==> config.mk <==
export PLATFORM = sky130hd
export DESIGN_NAME = rv_regfile
export DESIGN_NICKNAME = d
export VERILOG_FILES = /design/src/rtl/rv_regfile.sv
export VERILOG_INCLUDE_DIRS = /design/src /design/src/rtl
export SDC_FILE = /design/constraint.sdc
export NUM_CORES = 2
export LEC_CHECK = 0
export BUFFER_PORTS_ARGS = -buffer_cell sky130_fd_sc_hd__buf_2
export CORE_MARGIN = 2
export CORE_UTILIZATION = 50
export CTS_CLUSTER_SIZE = 8
export DETAILED_ROUTE_END_ITERATION = 8
export PLACE_DENSITY = 0.67
export SLEW_MARGIN = 20
export SYNTH_ARGS = -nofsm -noshare
export SYNTH_HDL_FRONTEND = slang
export SYNTH_SLANG_ARGS = --single-unit
export TNS_END_PERCENT = 20
==> constraint.sdc <==
create_clock -name clk -period 2.2 [get_ports clk]
set_clock_uncertainty 0.15 [all_clocks]
set_input_delay 0.11 -clock clk [delete_from_list [all_inputs] [get_ports clk]]
set_output_delay 0.11 -clock clk [all_outputs]
set_load 0.02 [all_outputs]
==> src/rtl/rv_core_consts.svh <==
`ifndef RV_CORE_CONSTS_SVH
`define RV_CORE_CONSTS_SVH

// datapath and instruction widths
`define RV_XLEN 64
`define RV_ILEN 32

// first fetch address after reset
`define RV_RESET_PC 64'h0000_0000_8000_0000

// architectural integer registers
`define RV_NREGS 32

`endif

==> src/rtl/rv_regfile.sv <==
`timescale 1ns/10ps
`default_nettype none
`include "rv_core_consts.svh"

module rv_regfile (
    input  logic                clk,
    input  logic                arst_n,
    input  logic [4:0]          rs1_addr,
    input  logic [4:0]          rs2_addr,
    output logic [`RV_XLEN-1:0] rs1_data,
    output logic [`RV_XLEN-1:0] rs2_data,
    input  logic                rd_we,
    input  logic [4:0]          rd_addr,
    input  logic [`RV_XLEN-1:0] rd_data
);
    logic [`RV_XLEN-1:0] regs [`RV_NREGS];

    always_ff @(posedge clk or negedge arst_n) begin
        if (!arst_n) begin
            for (int i = 0; i < `RV_NREGS; i++) begin
                regs[i] <= '0;
            end
        end else if (rd_we && rd_addr != 5'd0) begin  // x0 never written
            regs[rd_addr] <= rd_data;
        end
    end

    // async read ports
    assign rs1_data = regs[rs1_addr];
    assign rs2_data = regs[rs2_addr];
endmodule

`default_nettype wire

==> results_dict.tcl <==
set metrics [dict create \
    outcome "finished with violations" \
    violations "negative setup slack" \
    cts_tree "done" \
    cp_max_fo 3 \
    wirelength_um 343000 \
    max_cap_violations 0 \
    crit_path_end_kind "primary output" \
    io_pins 210 \
    setup_violations 128 \
    yosysSeqAreaShare 0.476 \
    fp.dieW_um 468 \
    ir_drop_mv 0.944 \
    yosysUniqueCellTypes 30 \
    grt_pass1_wl_um 503000 \
    largest_register_ffs 2048 \
    dieArea_um2 219000 \
    cts.sink_count 2048 \
    use_met3 0.0564 \
    gp_congestion 0.845 \
    worstHoldPathCells 6 \
    min-delay-start "rd_addr[0]" \
    worst_slack_ns -0.837 \
    r2r-start "regs[588]$_DFFE_PN0P_" \
    critical_path_arrival_ns 2.78 \
    ys.flop_type "dfrtp_1" \
    reg2reg_depth 3 \
    dp_slack_ns -0.476 \
    async_flop_share 1.00 \
    overflow 0 \
    rows 170 \
    grt_pass1_vias 71383 \
    fin_cells 10001 \
    top_regs "regs: 2048 flops" \
    worstSkewPairLatency_ns 0.87 \
    cp.required_ns 1.94 \
    period_needed_ns 3.04 \
    dp_cells 9525 \
    setup_tns_ns -91.47 \
    fmax_mhz 329 \
    fin_util 0.605 \
    syn_nets 6594 \
    num_vias 68214 \
    first_pass_iters 5 \
    rsz0062_at_grt "yes" \
    cts_buffer_depth 4 \
    drc_errors 0 \
    htree_levels 5 \
    synth_edf_count 0 \
    vias_per_cell 6.82 \
    powerDensity_nw_per_um2 913 \
    final_common_cell "mux2_2" \
    maxSlewViolCount 0 \
    crit_type "reg -> out" \
    grt_max_degree 89 \
    core_um2 214000 \
    netlist_area_um2 108000 \
    worstHoldEndpoint "regs[1660]$_DFFE_PN0P_" \
    numCtsBuffers 307 \
    final_cell_mix "mux2_2 (2061), dfrtp_1 (2048), mux4_2 (1145)" \
    place_hpwl_um 216000 \
    synth_area_per_cell_um2 16.5 \
    hold_viol_final 0 \
    relSlewSlack 0.301 \
    busiest_layer "met2" \
    layout.nets 7215 \
    fp.dieH_um 468 \
    wl_per_cell_um 34.3 \
    ys_warn_count 0 \
    use_met2 0.497 \
    post_route_cells_drive_above_1_share 0.666 \
    critical_path.startpoint_type "register" \
    drt_iter0_drc 6435 \
    synth-seq-cells 2048 \
    use_met1 0.442 \
    min_period_over_period 1.38 \
    worst_pin_slew_ns 1.05 \
    syn_to_final_growth_pct 20.5 \
    rr_endpoint "regs[588]$_DFFE_PN0P_" \
    root_buffer "clkbuf_16" \
    port-buffer-count 209 \
    n_fill_cell 15608 \
    final_antenna_net_count 0 \
    power.leakage_uw 0.0565 \
    track_usage 0.316 \
    synthCells 6512 \
    antenna_found_initial 14 \
    ff2ff_setup_slack_ns 1.02 \
    start_util 0.502 \
    min_path_type "in -> reg" \
    clkSlewWorstSetupHoldPaths_ns 0.05 \
    whs_ns 0.0496 \
    top_register "regs" \
]
## where the power goes
group          leakage [µW]  switching, µW  internal, µW  total [µW]
logic                0.0263           9980         16700       26700
clock network       0.00394          16300         25100       41400
registers            0.0263           5450         44900       50400
## synthesized netlist by cell type, types with 3 or more instances
cell type	n	area (µm²)
mux2_2	2151	24200
dfrtp_1	2048	51200
mux4_2	1145	25800
clkbuf_1	487	1830
buf_2	218	1090
mux2i_1	144	1440
o22ai_1	60	375
buf_1	36	135
a221oi_1	34	298
buf_4	27	203
nor2_1	27	101
a221o_1	26	260
nand2_1	20	75.1
nor2b_1	20	125
a211o_1	9	78.8
a21oi_1	9	45.0
a22o_1	9	78.8
and3_1	6	37.5
nand3_1	6	30.0
buf_6	5	56.3
nand2b_1	5	31.3
nor3_2	4	40.0
a211oi_1	3	22.5
o22a_1	3	26.3
o31ai_1	3	22.5
## cell type report
cell class / count / area [µm²] / area share
Antenna cell: 10 / 25.0 / 0.000193
Clock buffer: 324 / 7960 / 0.0613
Clock inverter: 5 / 55.1 / 0.000424
Inverter: 1 / 6.26 / 0.0000482
Multi-Input combinational cell: 3690 / 54500 / 0.420
Sequential cell: 2048 / 51200 / 0.395
Tap cell: 2838 / 3550 / 0.0274
Timing Repair Buffer: 1085 / 12400 / 0.0954
## logic make-up after synthesis
kind of cell           share of synthesized area
AND/OR/NAND/NOR                          0.00445
AO/OA/AOI/OAI                             0.0112
buffers and inverters                     0.0308
flip-flops                                 0.476
multiplexers                               0.478
## repair_timing
item	4_1_cts	5_1_grt
hold endpoints to repair	4032	0
hold buffers	77	0
resized for setup	286	125
setup endpoints to repair	128	310
pin swaps	25	10
buffers inserted	31	30
## worst max-delay path: stages (launching register included)
cell and delay, ns:
dfrtp_1 0.41, mux4_2 0.49, mux4_2 0.47, mux2_4 0.35
buf_6 0.15
## metal layers
layer	vias up	wire length, µm
li1	26673	-
met1	37675	140000
met2	3123	164000
met3	731	25200
met4	12	13600
met5	-	68
## per-stage QoR
stage	total power (µW)	cell area [µm²]
2_1_floorplan	66800	108000
3_3_place_gp	74200	119000
3_5_place_dp	75300	119000
4_1_cts	118000	129000
5_1_grt	123000	130000
6_report	118000	130000
## worst max-delay path by stage
stage,slack (ns),startpoint,endpoint,depth (start not counted)
final,-0.84,regs[1596]$_DFFE_PN0P_,rs1_data[60],4
after global routing,-0.89,regs[725]$_DFFE_PN0P_,rs2_data[21],4
after CTS,-0.88,regs[1596]$_DFFE_PN0P_,rs1_data[60],4
after detailed placement,-0.48,rs1_addr[0],rs1_data[35],8
after global placement,-0.89,rs1_addr[0],rs1_data[17],9
after floorplan,-0.05,rs2_addr[1],rs2_data[0],8
(Power assumes the default switching activity.)
