$ cat src/rtl/rv_core_consts.svh
`ifndef RV_CORE_CONSTS_SVH
`define RV_CORE_CONSTS_SVH

// datapath and instruction widths
`define RV_XLEN 64
`define RV_ILEN 32

// first fetch address after reset
`define RV_RESET_PC 64'h0000_0000_8000_0000

// architectural integer registers
`define RV_NREGS 32

`endif

$ cat src/rtl/rv_core_pkg.sv
`default_nettype none

package rv_core_pkg;

    // major opcodes, encodings from the base ISA
    typedef enum logic [6:0] {
        OPC_OP_IMM    = 7'b0010011,
        OPC_OP        = 7'b0110011,
        OPC_OP_IMM_32 = 7'b0011011,
        OPC_OP_32     = 7'b0111011,
        OPC_LUI       = 7'b0110111,
        OPC_AUIPC     = 7'b0010111,
        OPC_JAL       = 7'b1101111,
        OPC_JALR      = 7'b1100111,
        OPC_BRANCH    = 7'b1100011,
        OPC_LOAD      = 7'b0000011,
        OPC_STORE     = 7'b0100011
    } opcode_e;

    typedef enum logic [3:0] {
        ALU_ADD, ALU_SUB, ALU_SLT, ALU_SLTU,
        ALU_AND, ALU_OR, ALU_XOR,
        ALU_SLL, ALU_SRL, ALU_SRA,
        ALU_PASS_B,  // lui
        ALU_MULW
    } alu_op_e;

    typedef enum logic {SRC1_RS1, SRC1_PC} src1_sel_e;

    typedef enum logic [1:0] {SRC2_RS2, SRC2_IMM, SRC2_FOUR} src2_sel_e;

    typedef enum logic [1:0] {NPC_SEQ, NPC_BR, NPC_JAL, NPC_JALR} next_pc_e;

    // values follow funct3 of the branch group
    typedef enum logic [2:0] {
        BR_EQ  = 3'b000,
        BR_NE  = 3'b001,
        BR_LT  = 3'b100,
        BR_GE  = 3'b101,
        BR_LTU = 3'b110,
        BR_GEU = 3'b111
    } br_cond_e;

    typedef enum logic {WB_ALU, WB_MEM} wb_sel_e;

    typedef enum logic [1:0] {MEM_BYTE, MEM_HALF, MEM_WORD, MEM_DOUBLE} mem_size_e;

endpackage

`default_nettype wire

$ cat src/rtl/rv_ctrl_if.sv
`timescale 1ns/10ps
`default_nettype none
`include "rv_core_consts.svh"

interface rv_ctrl_if import rv_core_pkg::*; ();
    alu_op_e             alu_op;
    logic                word;      // 32-bit result, sign-extended
    src1_sel_e           src1_sel;
    src2_sel_e           src2_sel;
    logic [`RV_XLEN-1:0] imm;
    logic                rf_we;
    wb_sel_e             wb_sel;
    next_pc_e            next_pc;
    br_cond_e            br_cond;
    logic                mem_read;
    logic                mem_write;
    mem_size_e           mem_size;
    logic                mem_unsigned;

    modport decode (output alu_op, word, src1_sel, src2_sel, imm, rf_we, wb_sel,
                    next_pc, br_cond, mem_read, mem_write, mem_size, mem_unsigned);
    modport alu (input alu_op, word, src1_sel, src2_sel, imm);
    modport lsu (input mem_read, mem_write, mem_size, mem_unsigned);
    modport pc (input next_pc, br_cond, imm);
endinterface

`default_nettype wire

$ cat src/rtl/rv_lsu.sv
`timescale 1ns/10ps
`default_nettype none
`include "rv_core_consts.svh"

module rv_lsu import rv_core_pkg::*; (
    rv_ctrl_if.lsu              ctrl,
    input  logic [`RV_XLEN-1:0] addr,
    input  logic [`RV_XLEN-1:0] store_data,
    output logic [`RV_XLEN-1:0] dmem_wdata,
    output logic [7:0]          dmem_wstrb,
    input  logic [`RV_XLEN-1:0] dmem_rdata,
    output logic [`RV_XLEN-1:0] load_data
);
    logic [2:0]          offset;
    logic [7:0]          size_mask;
    logic [`RV_XLEN-1:0] lane;
    logic [`RV_XLEN-1:0] extended;

    assign offset = addr[2:0];

    // replicate so every lane holds the value, strobes pick the one written
    always_comb begin
        case (ctrl.mem_size)
            MEM_BYTE: begin
                dmem_wdata = {8{store_data[7:0]}};
                size_mask  = 8'b0000_0001;
            end
            MEM_HALF: begin
                dmem_wdata = {4{store_data[15:0]}};
                size_mask  = 8'b0000_0011;
            end
            MEM_WORD: begin
                dmem_wdata = {2{store_data[31:0]}};
                size_mask  = 8'b0000_1111;
            end
            default: begin
                dmem_wdata = store_data;
                size_mask  = 8'b1111_1111;
            end
        endcase
    end

    assign dmem_wstrb = ctrl.mem_write ? size_mask << offset : 8'b0;

    assign lane = dmem_rdata >> {offset, 3'b000};  // addressed byte to bit 0

    always_comb begin
        case (ctrl.mem_size)
            MEM_BYTE: extended = ctrl.mem_unsigned ? {56'b0, lane[7:0]}  : {{56{lane[7]}}, lane[7:0]};
            MEM_HALF: extended = ctrl.mem_unsigned ? {48'b0, lane[15:0]} : {{48{lane[15]}}, lane[15:0]};
            MEM_WORD: extended = ctrl.mem_unsigned ? {32'b0, lane[31:0]} : {{32{lane[31]}}, lane[31:0]};
            default:  extended = lane;
        endcase
    end

    assign load_data = ctrl.mem_read ? extended : '0;
endmodule

`default_nettype wire

$ cat src/flat_wrapper.sv
// flat-port wrapper written by rule: the top's interface ports become plain ports
module rv_lsu_flat import rv_core_pkg::*;
  (addr, store_data, dmem_wdata, dmem_wstrb, dmem_rdata, load_data, ctrl_mem_read, ctrl_mem_write, ctrl_mem_size, ctrl_mem_unsigned);
  rv_ctrl_if ctrl_i ();
  input  logic [`RV_XLEN-1:0] addr;
  input  logic [`RV_XLEN-1:0] store_data;
  output logic [`RV_XLEN-1:0] dmem_wdata;
  output logic [7:0] dmem_wstrb;
  input  logic [`RV_XLEN-1:0] dmem_rdata;
  output logic [`RV_XLEN-1:0] load_data;
  input wire logic [$bits(ctrl_i.mem_read)-1:0] ctrl_mem_read;
  input wire logic [$bits(ctrl_i.mem_write)-1:0] ctrl_mem_write;
  input wire logic [$bits(ctrl_i.mem_size)-1:0] ctrl_mem_size;
  input wire logic [$bits(ctrl_i.mem_unsigned)-1:0] ctrl_mem_unsigned;
  assign ctrl_i.mem_read = ctrl_mem_read;
  assign ctrl_i.mem_write = ctrl_mem_write;
  assign ctrl_i.mem_size = ctrl_mem_size;
  assign ctrl_i.mem_unsigned = ctrl_mem_unsigned;
  rv_lsu u_core (.ctrl(ctrl_i), .addr(addr), .store_data(store_data), .dmem_wdata(dmem_wdata), .dmem_wstrb(dmem_wstrb), .dmem_rdata(dmem_rdata), .load_data(load_data));
endmodule
$ cat config.mk
export PLATFORM = sky130hd
export DESIGN_NAME = rv_lsu_flat
export DESIGN_NICKNAME = d
export VERILOG_FILES = /design/src/rtl/rv_core_pkg.sv /design/src/rtl/rv_ctrl_if.sv /design/src/rtl/rv_lsu.sv /design/src/flat_wrapper.sv
export VERILOG_INCLUDE_DIRS = /design/src /design/src/rtl
export SDC_FILE = /design/constraint.sdc
export NUM_CORES = 1
export LEC_CHECK = 0
export BUFFER_PORTS_ARGS = -buffer_cell sky130_fd_sc_hd__buf_2
export CORE_AREA = 3 3 127 129
export DETAILED_ROUTE_END_ITERATION = 8
export DIE_AREA = 0 0 130 132
export PLACE_DENSITY = 0.56
export SYNTH_ARGS = -nofsm -noshare
export SYNTH_HDL_FRONTEND = slang
export SYNTH_SLANG_ARGS = --single-unit
$ cat constraint.sdc
create_clock -name vclk -period 3.8
set_clock_uncertainty 0.05 [all_clocks]
set_input_delay 0.57 -clock vclk [all_inputs]
set_output_delay 0.57 -clock vclk [all_outputs]
set_load 0.1 [all_outputs]
==> results.yml <==
sta:
  finalHoldViolCount: 0
  tightestPinTransition_ps: 505
  min_period_over_period_pct: 87.6
  slew_viol_final: 0
  setup_tns_ps: 0
  rsz0062_at_grt: "no"
  clock.fmax_ghz: 0.300
  relSlewSlack_pct: 66.5
  period_minus_slack_ps: 3330
  finalSetupViolCount: 0
placement:
  place_congestion: 0.865
  port_buffers: 272
  placedCellCount: 902
  hpwl_um: 14600
worst_hold_path:
  hold_path_class: "in2out"
  hold_start: "store_data[35]"
layout:
  final_cells: 902
  post_route_cells_drive_above_1_share_pct: 54.8
  flops_and_latches: 0
  fillers: 1480
  synthToLayoutAreaGrowth_pct: 72.4
  nClkBuffers: 0
  diodes: 0
  seqCellArea_um2: 0
  fin_nets: 913
route:
  dr.pass1.iters: 5
  drc: 0
  ant_nets: 0
  dr_total_vias: 4951
  avgViaCountPerCell: 5.49
  wl_per_cell_um: 20.1
  wl_um: 18100
  drt_iter0_drc: 301
cts:
  cts_resized: 0
  cts_setup_buffers: 0
  cts_hold_buf: 0
die:
  rows: 45
  die_width_um: 130
  die-area_um2: 17200
  start_util_pct: 25.1
  core_um2: 15100
  ios: 333
  die_y_um: 132
critical_path:
  cp_top_family: "compound AO/OA/AOI/OAI gates"
  critPathLaunchType: "input port"
  critPathMaxStageDelay_ps: 500
  critPathRequiredTime_ps: 3180
  path_max_fanout: 31
  crit_start: "addr[0]"
  worst_path_max_delay_cell: "a31oi_1"
  cp-end-kind: "output port"
  crit_path_cell_trace: "buf_4 -> mux2_2 -> o22a_1 -> nand4_4 -> a31oi_1 -> buf_12"
  arrival_ps: 2710
  cp_num_buf_inv: 2
  crit_type: "in2out"
logic_synthesis:
  synth_area_leaders: "mux4_2 (21%), mux2i_1 (11%), mux2_2 (10%)"
  postSynthCellCount: 487
  syn-num-nets: 684
  synth.most_common_cell: "a21oi_1"
  synth_area_per_cell_um2: 7.79
  synth.distinct_cells: 46
  synth_top_area_share_pct: 21.4
  synth_area_um2: 3800
  synth_common_cells: "a21oi_1 (71), a31oi_1 (47), nand2_1 (44)"
  ys_seq_area_share_pct: 0
  yosysTopAreaCell: "mux4_2"
  ys_warn_count: 0
outcome:
  status: "completed"
grt:
  overflow: 0
  grt_pass1_vias: 4518
  grt_pass1_wl_um: 26800
  track_usage_pct: 19.4
  antenna_found_initial: 0
  grt_max_degree: 51
pwr:
  ir_drop_mv: 0.139
  total_leakage_power_nw: 2.92
  pwr_density_cell_nw_per_um2: 280
run:
  drv_cap: 0
==> per-stage QoR <==
stage / area [um^2] / utilization, % / total power [mW] / worst slack, ps / hold slack, ps
after detailed placement: 6550 / 43.2 / 1.83 / 486 / 1500
after CTS: 6550 / 43.2 / 1.84 / 466 / 1500
after floorplan: 3870 / - / 1.26 / -81.2 / 1300
after global routing: 6550 / 43.2 / 1.90 / 344 / 1500
after global placement: 6550 / 43.2 / 1.83 / 518 / 1490
final: 6550 / 43.2 / 1.83 / 470 / 1490
==> where the power goes <==
part | total (mW) | switching, mW | internal, mW | leakage (nW)
Combinational | 1.83 | 1.27 | 0.567 | 2.92
Clock | 0 | 0 | 0 | 0
Sequential | 0 | 0 | 0 | 0
==> logic make-up (layout without fill, tap and decap cells) <==
| group | after synthesis | in the layout | synth area share, % |
|---|---|---|---|
| compound gates | 168 | 168 | 28.8 |
| simple gates | 123 | 123 | 16.1 |
| mux | 113 | 113 | 42.9 |
| buf+inv | 83 | 310 | 12.2 |
==> metal layers <==
layer / vias up / track usage (%) / share of wire [%]
met2: 214 / 33.8 / 50
met4: 0 / 1.85 / 1.1
met3: 12 / 4.42 / 8.5
li1: 2319 / - / -
met1: 2406 / 25.1 / 40
met5: - / 0 / 0
==> cell type report <==
cell class                 instances  area [um^2]  area share [%]
multi-input combinational        404         3400            52.0
timing repair buffer             295         2850            43.5
tap                              188          235            3.59
inverter                          15         56.3           0.860
==> placed cells by master (no fill, tap or decap), types with 2 or more instances in the layout <==
| cell | n |
|---|---|
| buf_2 | 186 |
| buf_12 | 88 |
| a21oi_1 | 71 |
| nand2_1 | 43 |
| mux2i_1 | 42 |
| a31oi_1 | 41 |
| nor2_1 | 39 |
| mux4_2 | 36 |
| mux2_2 | 34 |
| buf_4 | 21 |
| o2bb2ai_1 | 14 |
| inv_1 | 13 |
| nand2b_1 | 8 |
| or2_1 | 8 |
| a22o_1 | 8 |
| and2_1 | 7 |
| a211oi_1 | 7 |
| a31oi_2 | 6 |
| o21ai_0 | 3 |
| nor3_2 | 3 |
| nand4_4 | 3 |
| nor2_2 | 2 |
| nor2b_1 | 2 |
| a211oi_2 | 2 |
| a22oi_4 | 2 |
| nand3b_1 | 2 |
| o21ai_1 | 2 |
| clkinv_1 | 2 |
==> final timing paths <==
path | endpoint | slack [ps] | cells after the start
worst max-delay path | load_data[47] | 470 | 6
worst min-delay path | dmem_wdata[35] | 1490 | 3
(Power assumes the default switching activity.)
