<file path="src/rtl/rv_core_consts.svh">
`ifndef RV_CORE_CONSTS_SVH
`define RV_CORE_CONSTS_SVH

// datapath and instruction widths
`define RV_XLEN 64
`define RV_ILEN 32

// first fetch address after reset
`define RV_RESET_PC 64'h0000_0000_8000_0000

// architectural integer registers
`define RV_NREGS 32

`endif

</file>
<file path="src/rtl/rv_core_pkg.sv">
`default_nettype none

package rv_core_pkg;

    // major opcodes, encodings from the base ISA
    typedef enum logic [6:0] {
        OPC_OP_IMM    = 7'b0010011,
        OPC_OP        = 7'b0110011,
        OPC_OP_IMM_32 = 7'b0011011,
        OPC_OP_32     = 7'b0111011,
        OPC_LUI       = 7'b0110111,
        OPC_AUIPC     = 7'b0010111,
        OPC_JAL       = 7'b1101111,
        OPC_JALR      = 7'b1100111,
        OPC_BRANCH    = 7'b1100011,
        OPC_LOAD      = 7'b0000011,
        OPC_STORE     = 7'b0100011
    } opcode_e;

    typedef enum logic [3:0] {
        ALU_ADD, ALU_SUB, ALU_SLT, ALU_SLTU,
        ALU_AND, ALU_OR, ALU_XOR,
        ALU_SLL, ALU_SRL, ALU_SRA,
        ALU_PASS_B,  // lui
        ALU_MULW
    } alu_op_e;

    typedef enum logic {SRC1_RS1, SRC1_PC} src1_sel_e;

    typedef enum logic [1:0] {SRC2_RS2, SRC2_IMM, SRC2_FOUR} src2_sel_e;

    typedef enum logic [1:0] {NPC_SEQ, NPC_BR, NPC_JAL, NPC_JALR} next_pc_e;

    // values follow funct3 of the branch group
    typedef enum logic [2:0] {
        BR_EQ  = 3'b000,
        BR_NE  = 3'b001,
        BR_LT  = 3'b100,
        BR_GE  = 3'b101,
        BR_LTU = 3'b110,
        BR_GEU = 3'b111
    } br_cond_e;

    typedef enum logic {WB_ALU, WB_MEM} wb_sel_e;

    typedef enum logic [1:0] {MEM_BYTE, MEM_HALF, MEM_WORD, MEM_DOUBLE} mem_size_e;

endpackage

`default_nettype wire

</file>
<file path="src/rtl/rv_ctrl_if.sv">
`timescale 1ns/10ps
`default_nettype none
`include "rv_core_consts.svh"

interface rv_ctrl_if import rv_core_pkg::*; ();
    alu_op_e             alu_op;
    logic                word;      // 32-bit result, sign-extended
    src1_sel_e           src1_sel;
    src2_sel_e           src2_sel;
    logic [`RV_XLEN-1:0] imm;
    logic                rf_we;
    wb_sel_e             wb_sel;
    next_pc_e            next_pc;
    br_cond_e            br_cond;
    logic                mem_read;
    logic                mem_write;
    mem_size_e           mem_size;
    logic                mem_unsigned;

    modport decode (output alu_op, word, src1_sel, src2_sel, imm, rf_we, wb_sel,
                    next_pc, br_cond, mem_read, mem_write, mem_size, mem_unsigned);
    modport alu (input alu_op, word, src1_sel, src2_sel, imm);
    modport lsu (input mem_read, mem_write, mem_size, mem_unsigned);
    modport pc (input next_pc, br_cond, imm);
endinterface

`default_nettype wire

</file>
<file path="src/rtl/rv_decoder.sv">
`timescale 1ns/10ps
`default_nettype none
`include "rv_core_consts.svh"

module rv_decoder import rv_core_pkg::*; (
    input  logic [`RV_ILEN-1:0] inst,
    rv_ctrl_if.decode           ctrl,
    output logic                illegal
);
    logic [6:0] opcode;
    logic [2:0] funct3;
    logic [6:0] funct7;
    logic is_op_imm, is_op, is_op_imm_32, is_op_32;
    logic inst_addi, inst_sltiu, inst_andi, inst_slli, inst_srli, inst_srai;
    logic inst_add, inst_sub, inst_and, inst_or, inst_xor;
    logic inst_slt, inst_sltu, inst_sll, inst_srl, inst_sra;
    logic inst_addw, inst_addiw, inst_mulw;
    logic inst_lui, inst_auipc, inst_jal, inst_jalr;
    logic branch, load, store;
    logic op_imm_any, r_type;
    logic [`RV_XLEN-1:0] imm_i, imm_s, imm_b, imm_u, imm_j;

    assign opcode = inst[6:0];
    assign funct3 = inst[14:12];
    assign funct7 = inst[31:25];

    assign is_op_imm    = opcode == OPC_OP_IMM;
    assign is_op        = opcode == OPC_OP;
    assign is_op_imm_32 = opcode == OPC_OP_IMM_32;
    assign is_op_32     = opcode == OPC_OP_32;

    assign inst_addi  = is_op_imm && funct3 == 3'b000;
    assign inst_sltiu = is_op_imm && funct3 == 3'b011;
    assign inst_andi  = is_op_imm && funct3 == 3'b111;
    // rv64 shifts carry shamt[5] in funct7[0]
    assign inst_slli  = is_op_imm && funct3 == 3'b001 && funct7[6:1] == 6'b000000;
    assign inst_srli  = is_op_imm && funct3 == 3'b101 && funct7[6:1] == 6'b000000;
    assign inst_srai  = is_op_imm && funct3 == 3'b101 && funct7[6:1] == 6'b010000;

    assign inst_add  = is_op && funct3 == 3'b000 && funct7 == 7'b0000000;
    assign inst_sub  = is_op && funct3 == 3'b000 && funct7 == 7'b0100000;
    assign inst_sll  = is_op && funct3 == 3'b001 && funct7 == 7'b0000000;
    assign inst_slt  = is_op && funct3 == 3'b010 && funct7 == 7'b0000000;
    assign inst_sltu = is_op && funct3 == 3'b011 && funct7 == 7'b0000000;
    assign inst_xor  = is_op && funct3 == 3'b100 && funct7 == 7'b0000000;
    assign inst_srl  = is_op && funct3 == 3'b101 && funct7 == 7'b0000000;
    assign inst_sra  = is_op && funct3 == 3'b101 && funct7 == 7'b0100000;
    assign inst_or   = is_op && funct3 == 3'b110 && funct7 == 7'b0000000;
    assign inst_and  = is_op && funct3 == 3'b111 && funct7 == 7'b0000000;

    assign inst_addw  = is_op_32 && funct3 == 3'b000 && funct7 == 7'b0000000;
    assign inst_mulw  = is_op_32 && funct3 == 3'b000 && funct7 == 7'b0000001;
    assign inst_addiw = is_op_imm_32 && funct3 == 3'b000;

    assign inst_lui   = opcode == OPC_LUI;
    assign inst_auipc = opcode == OPC_AUIPC;
    assign inst_jal   = opcode == OPC_JAL;
    assign inst_jalr  = opcode == OPC_JALR && funct3 == 3'b000;

    assign branch = opcode == OPC_BRANCH && funct3[2:1] != 2'b01;
    assign load   = opcode == OPC_LOAD && funct3 != 3'b111;  // no ldu
    assign store  = opcode == OPC_STORE && !funct3[2];

    assign op_imm_any = inst_addi | inst_sltiu | inst_andi | inst_slli | inst_srli | inst_srai;
    assign r_type = inst_add | inst_sub | inst_and | inst_or | inst_xor | inst_slt | inst_sltu
                  | inst_sll | inst_srl | inst_sra | inst_addw | inst_mulw;

    // anything unmatched halts the core, divw included
    assign illegal = ~(op_imm_any | r_type | inst_addiw | inst_lui | inst_auipc | inst_jal
                     | inst_jalr | branch | load | store);

    assign imm_i = {{(`RV_XLEN-12){inst[31]}}, inst[31:20]};
    assign imm_s = {{(`RV_XLEN-12){inst[31]}}, inst[31:25], inst[11:7]};
    assign imm_b = {{(`RV_XLEN-13){inst[31]}}, inst[31], inst[7], inst[30:25], inst[11:8], 1'b0};
    assign imm_u = {{(`RV_XLEN-32){inst[31]}}, inst[31:12], 12'b0};
    assign imm_j = {{(`RV_XLEN-21){inst[31]}}, inst[31], inst[19:12], inst[20], inst[30:21],
                    1'b0};

    assign ctrl.imm = store ? imm_s :
                      branch ? imm_b :
                      (inst_lui | inst_auipc) ? imm_u :
                      inst_jal ? imm_j : imm_i;

    always_comb begin
        ctrl.alu_op = ALU_ADD;  // adds, address and link
        if (inst_sub)                    ctrl.alu_op = ALU_SUB;
        else if (inst_slt)               ctrl.alu_op = ALU_SLT;
        else if (inst_sltu | inst_sltiu) ctrl.alu_op = ALU_SLTU;
        else if (inst_and | inst_andi)   ctrl.alu_op = ALU_AND;
        else if (inst_or)                ctrl.alu_op = ALU_OR;
        else if (inst_xor)               ctrl.alu_op = ALU_XOR;
        else if (inst_sll | inst_slli)   ctrl.alu_op = ALU_SLL;
        else if (inst_srl | inst_srli)   ctrl.alu_op = ALU_SRL;
        else if (inst_sra | inst_srai)   ctrl.alu_op = ALU_SRA;
        else if (inst_lui)               ctrl.alu_op = ALU_PASS_B;
        else if (inst_mulw)              ctrl.alu_op = ALU_MULW;
    end

    assign ctrl.word     = inst_addw | inst_addiw | inst_mulw;
    assign ctrl.src1_sel = (inst_auipc | inst_jal | inst_jalr) ? SRC1_PC : SRC1_RS1;
    assign ctrl.src2_sel = (inst_jal | inst_jalr) ? SRC2_FOUR :
                           r_type ? SRC2_RS2 : SRC2_IMM;
    assign ctrl.rf_we    = op_imm_any | r_type | inst_addiw | inst_lui | inst_auipc
                         | inst_jal | inst_jalr | load;
    assign ctrl.wb_sel   = load ? WB_MEM : WB_ALU;
    assign ctrl.next_pc  = branch ? NPC_BR :
                           inst_jal ? NPC_JAL :
                           inst_jalr ? NPC_JALR : NPC_SEQ;
    assign ctrl.br_cond      = br_cond_e'(funct3);
    assign ctrl.mem_read     = load;
    assign ctrl.mem_write    = store;
    assign ctrl.mem_size     = mem_size_e'(funct3[1:0]);
    assign ctrl.mem_unsigned = funct3[2];
endmodule

`default_nettype wire

</file>
<file path="src/flat_wrapper.sv">
// flat-port wrapper written by rule: the top's interface ports become plain ports
module rv_decoder_flat import rv_core_pkg::*;
  (inst, illegal, ctrl_alu_op, ctrl_word, ctrl_src1_sel, ctrl_src2_sel, ctrl_imm, ctrl_rf_we, ctrl_wb_sel, ctrl_next_pc, ctrl_br_cond, ctrl_mem_read, ctrl_mem_write, ctrl_mem_size, ctrl_mem_unsigned);
  rv_ctrl_if ctrl_i ();
  input  logic [`RV_ILEN-1:0] inst;
  output logic illegal;
  output wire logic [$bits(ctrl_i.alu_op)-1:0] ctrl_alu_op;
  output wire logic [$bits(ctrl_i.word)-1:0] ctrl_word;
  output wire logic [$bits(ctrl_i.src1_sel)-1:0] ctrl_src1_sel;
  output wire logic [$bits(ctrl_i.src2_sel)-1:0] ctrl_src2_sel;
  output wire logic [$bits(ctrl_i.imm)-1:0] ctrl_imm;
  output wire logic [$bits(ctrl_i.rf_we)-1:0] ctrl_rf_we;
  output wire logic [$bits(ctrl_i.wb_sel)-1:0] ctrl_wb_sel;
  output wire logic [$bits(ctrl_i.next_pc)-1:0] ctrl_next_pc;
  output wire logic [$bits(ctrl_i.br_cond)-1:0] ctrl_br_cond;
  output wire logic [$bits(ctrl_i.mem_read)-1:0] ctrl_mem_read;
  output wire logic [$bits(ctrl_i.mem_write)-1:0] ctrl_mem_write;
  output wire logic [$bits(ctrl_i.mem_size)-1:0] ctrl_mem_size;
  output wire logic [$bits(ctrl_i.mem_unsigned)-1:0] ctrl_mem_unsigned;
  assign ctrl_alu_op = ctrl_i.alu_op;
  assign ctrl_word = ctrl_i.word;
  assign ctrl_src1_sel = ctrl_i.src1_sel;
  assign ctrl_src2_sel = ctrl_i.src2_sel;
  assign ctrl_imm = ctrl_i.imm;
  assign ctrl_rf_we = ctrl_i.rf_we;
  assign ctrl_wb_sel = ctrl_i.wb_sel;
  assign ctrl_next_pc = ctrl_i.next_pc;
  assign ctrl_br_cond = ctrl_i.br_cond;
  assign ctrl_mem_read = ctrl_i.mem_read;
  assign ctrl_mem_write = ctrl_i.mem_write;
  assign ctrl_mem_size = ctrl_i.mem_size;
  assign ctrl_mem_unsigned = ctrl_i.mem_unsigned;
  rv_decoder u_core (.inst(inst), .ctrl(ctrl_i), .illegal(illegal));
endmodule
</file>
<file path="config.mk">
export PLATFORM = sky130hd
export DESIGN_NAME = rv_decoder_flat
export DESIGN_NICKNAME = d
export VERILOG_FILES = /design/src/rtl/rv_core_pkg.sv /design/src/rtl/rv_ctrl_if.sv /design/src/rtl/rv_decoder.sv /design/src/flat_wrapper.sv
export VERILOG_INCLUDE_DIRS = /design/src /design/src/rtl
export SDC_FILE = /design/constraint.sdc
export NUM_CORES = 1
export LEC_CHECK = 0
export BUFFER_PORTS_ARGS = -buffer_cell sky130_fd_sc_hd__buf_2
export CORE_MARGIN = 10
export CORE_UTILIZATION = 43
export DETAILED_ROUTE_END_ITERATION = 12
export PLACE_DENSITY_LB_ADDON = 0.3
export SLEW_MARGIN = 20
export SYNTH_ARGS = -nofsm -noshare
export SYNTH_HDL_FRONTEND = slang
export SYNTH_SLANG_ARGS = --single-unit
</file>
<file path="constraint.sdc">
create_clock -name vclk -period 3.6
set_input_delay 0.18 -clock vclk [all_inputs]
set_output_delay 0.18 -clock vclk [all_outputs]
set_load 0.005 [all_outputs]
</file>
==> qor.txt <==
synthesized cell area: 0.001305 mm^2
Critical Path End Type: output pin
Netlist cell types: 51
post-CTS sizing: 0
Critical Setup Path Class: in2out
crit path max fanout: 37
Seq. cell area: 0 um^2
top cells by area, synth: buf_4 24%, a21o_1 11%, nand2_1 8.3%, and2_1 3.4%, o21ai_0 2.7%
worst slew pin tran: 0.6457 ns
hold buffer count at cts: 0
routability congestion estimate: 0.9065
Power per Cell Area: 92.17 mW/mm^2
Worst VDD drop: 0.04013 mV
Max Transition Viols Final: 0
count leader, synth: buf_4
# IOs: 117
crit start category: primary input
Site Rows: 19
# fillers: 311
Post-DP Area: 0.001574 mm^2
antenna-violating nets left: 0
HPWL after DPL: 4160 um
worst min-delay path class: in2out
Seq Cell Count: 0
first-pass GRT wire length: 7176 um
fin crit share: 61.55%
Warnings, synthesis: 0
status: completed
GRT Util Overall: 15.06%
largest area contributor in the netlist: buf_4
Routed WL: 4921 um
unrepaired setup endpoints after global routing: false
Die Ht: 75.09 um
synthesized area per cell: 6.558 um^2
Final Critical Period: 2.216 ns
static leakage: 0.9167 nW
drt drc: 0
Synth top cells by count: 41 x buf_4, 29 x nand2_1, 19 x a21o_1, 9 x nor2_1
vias in the first global route: 1475
drt initial violations: 76
clock buffers: 0
relative slew slack: 56.34%
Seq/Total Area, Yosys: 0%
Via Count: 1624
total grt overflow: 0
post-route cell area: 0.001574 mm^2
initial antenna violation count: 0
count of max-cap constraint violations: 0
syn nets: 231
core box area: 0.002829 mm^2
pin count of the biggest net entering global routing: 38
# nets final: 299
Initial Util: 46.13%
Total Power: 0.0001451 W
Fin Setup TNS: 0 ns
Layout Area Growth over Synthesis: 20.61%
drt first pass iters: 4
Synth top area share: 23.59%
ratio of cells with drive above 1 in the final layout: 47.92%
post-DR vias/cell: 5.486
CP Data Required Time: 3.42 ns
Final setup viols: 0
Chip Width: 75.09 um
Post-CTS Setup Repair Bufs: 0
Die Area: 0.005639 mm^2
ant diodes: 0
FMAX: 451.3 MHz
Routed wire per std cell: 16.63 um
WHS: 0.6243 ns
# port buffers: 117
Fin. Hold Viols: 0
Post-Synthesis Cells: 199
Worst EP arrival: 2.04 ns
[cell usage in the layout (no fill, tap or decap), drive strengths merged, types with 3 or more instances in the layout]
cell | netlist | routed
nor2b | 4 | 4
nand2 | 29 | 29
nor3 | 7 | 7
inv | 3 | 3
or4 | 5 | 5
and2 | 7 | 7
or3 | 4 | 4
nor3b | 3 | 3
nand2b | 5 | 5
o21ai | 9 | 9
nand4 | 5 | 5
a21o | 19 | 19
buf | 47 | 118
o211ai | 3 | 3
nor2 | 9 | 9
[through the flow]
| stage | std cells | setup WS, ns | util (%) |
|---|---|---|---|
| floorplan | 199 | 1.941 | - |
| global placement | 296 | 1.415 | 55.64 |
| detailed placement | 296 | 1.372 | 55.64 |
| CTS | 296 | 1.376 | 55.64 |
| global route | 296 | 1.198 | 55.64 |
| finish | 296 | 1.384 | 55.64 |
[kinds of logic after synthesis]
group | after synthesis | synth area share (%)
AO/OA/AOI/OAI | 47 | 25.60
multiplexers | 1 | 0.8628
buffers and inverters | 55 | 28.67
XOR/XNOR | 2 | 1.343
AND/OR/NAND/NOR | 94 | 43.53
[path summary, 6_finish.rpt]
path	startpoint	slack, ns	to	cells after the start
max	inst[31]	1.38	illegal	7
min	inst[16]	0.62	ctrl_imm[16]	3
[report_power, final]
group	total, W	internal [W]	switching (W)	leakage, nW
Sequential	0	0	0	0
Combinational	0.000145	0.0000668	0.0000783	0.917
Clock	0	0	0	0
[layer usage]
metal | vias to the layer above | track usage, % | wire [um]
met5 | - | 0 | 0
met4 | 0 | 0.4202 | 9
met3 | 2 | 3.022 | 661
met2 | 86 | 29.43 | 2410
met1 | 724 | 17.04 | 1839
li1 | 812 | - | -
[layout make-up]
| class | count | area [um^2] | area share [%] |
|---|---|---|---|
| well taps | 31 | 38.79 | 2.464 |
| multi-input cells | 144 | 930.9 | 59.14 |
| inverters | 3 | 11.26 | 0.7154 |
| repair buffers | 118 | 593.1 | 37.68 |
[critical path, cell delays in order]
cell and delay (ns):
buf_2 0.23, nor4_2 0.36, nand2_1 0.22, or4_4 0.60, o311ai_0 0.18, nor3_2 0.09
buf_2 0.16
No activity file was read; power rests on OpenSTA's default activity.
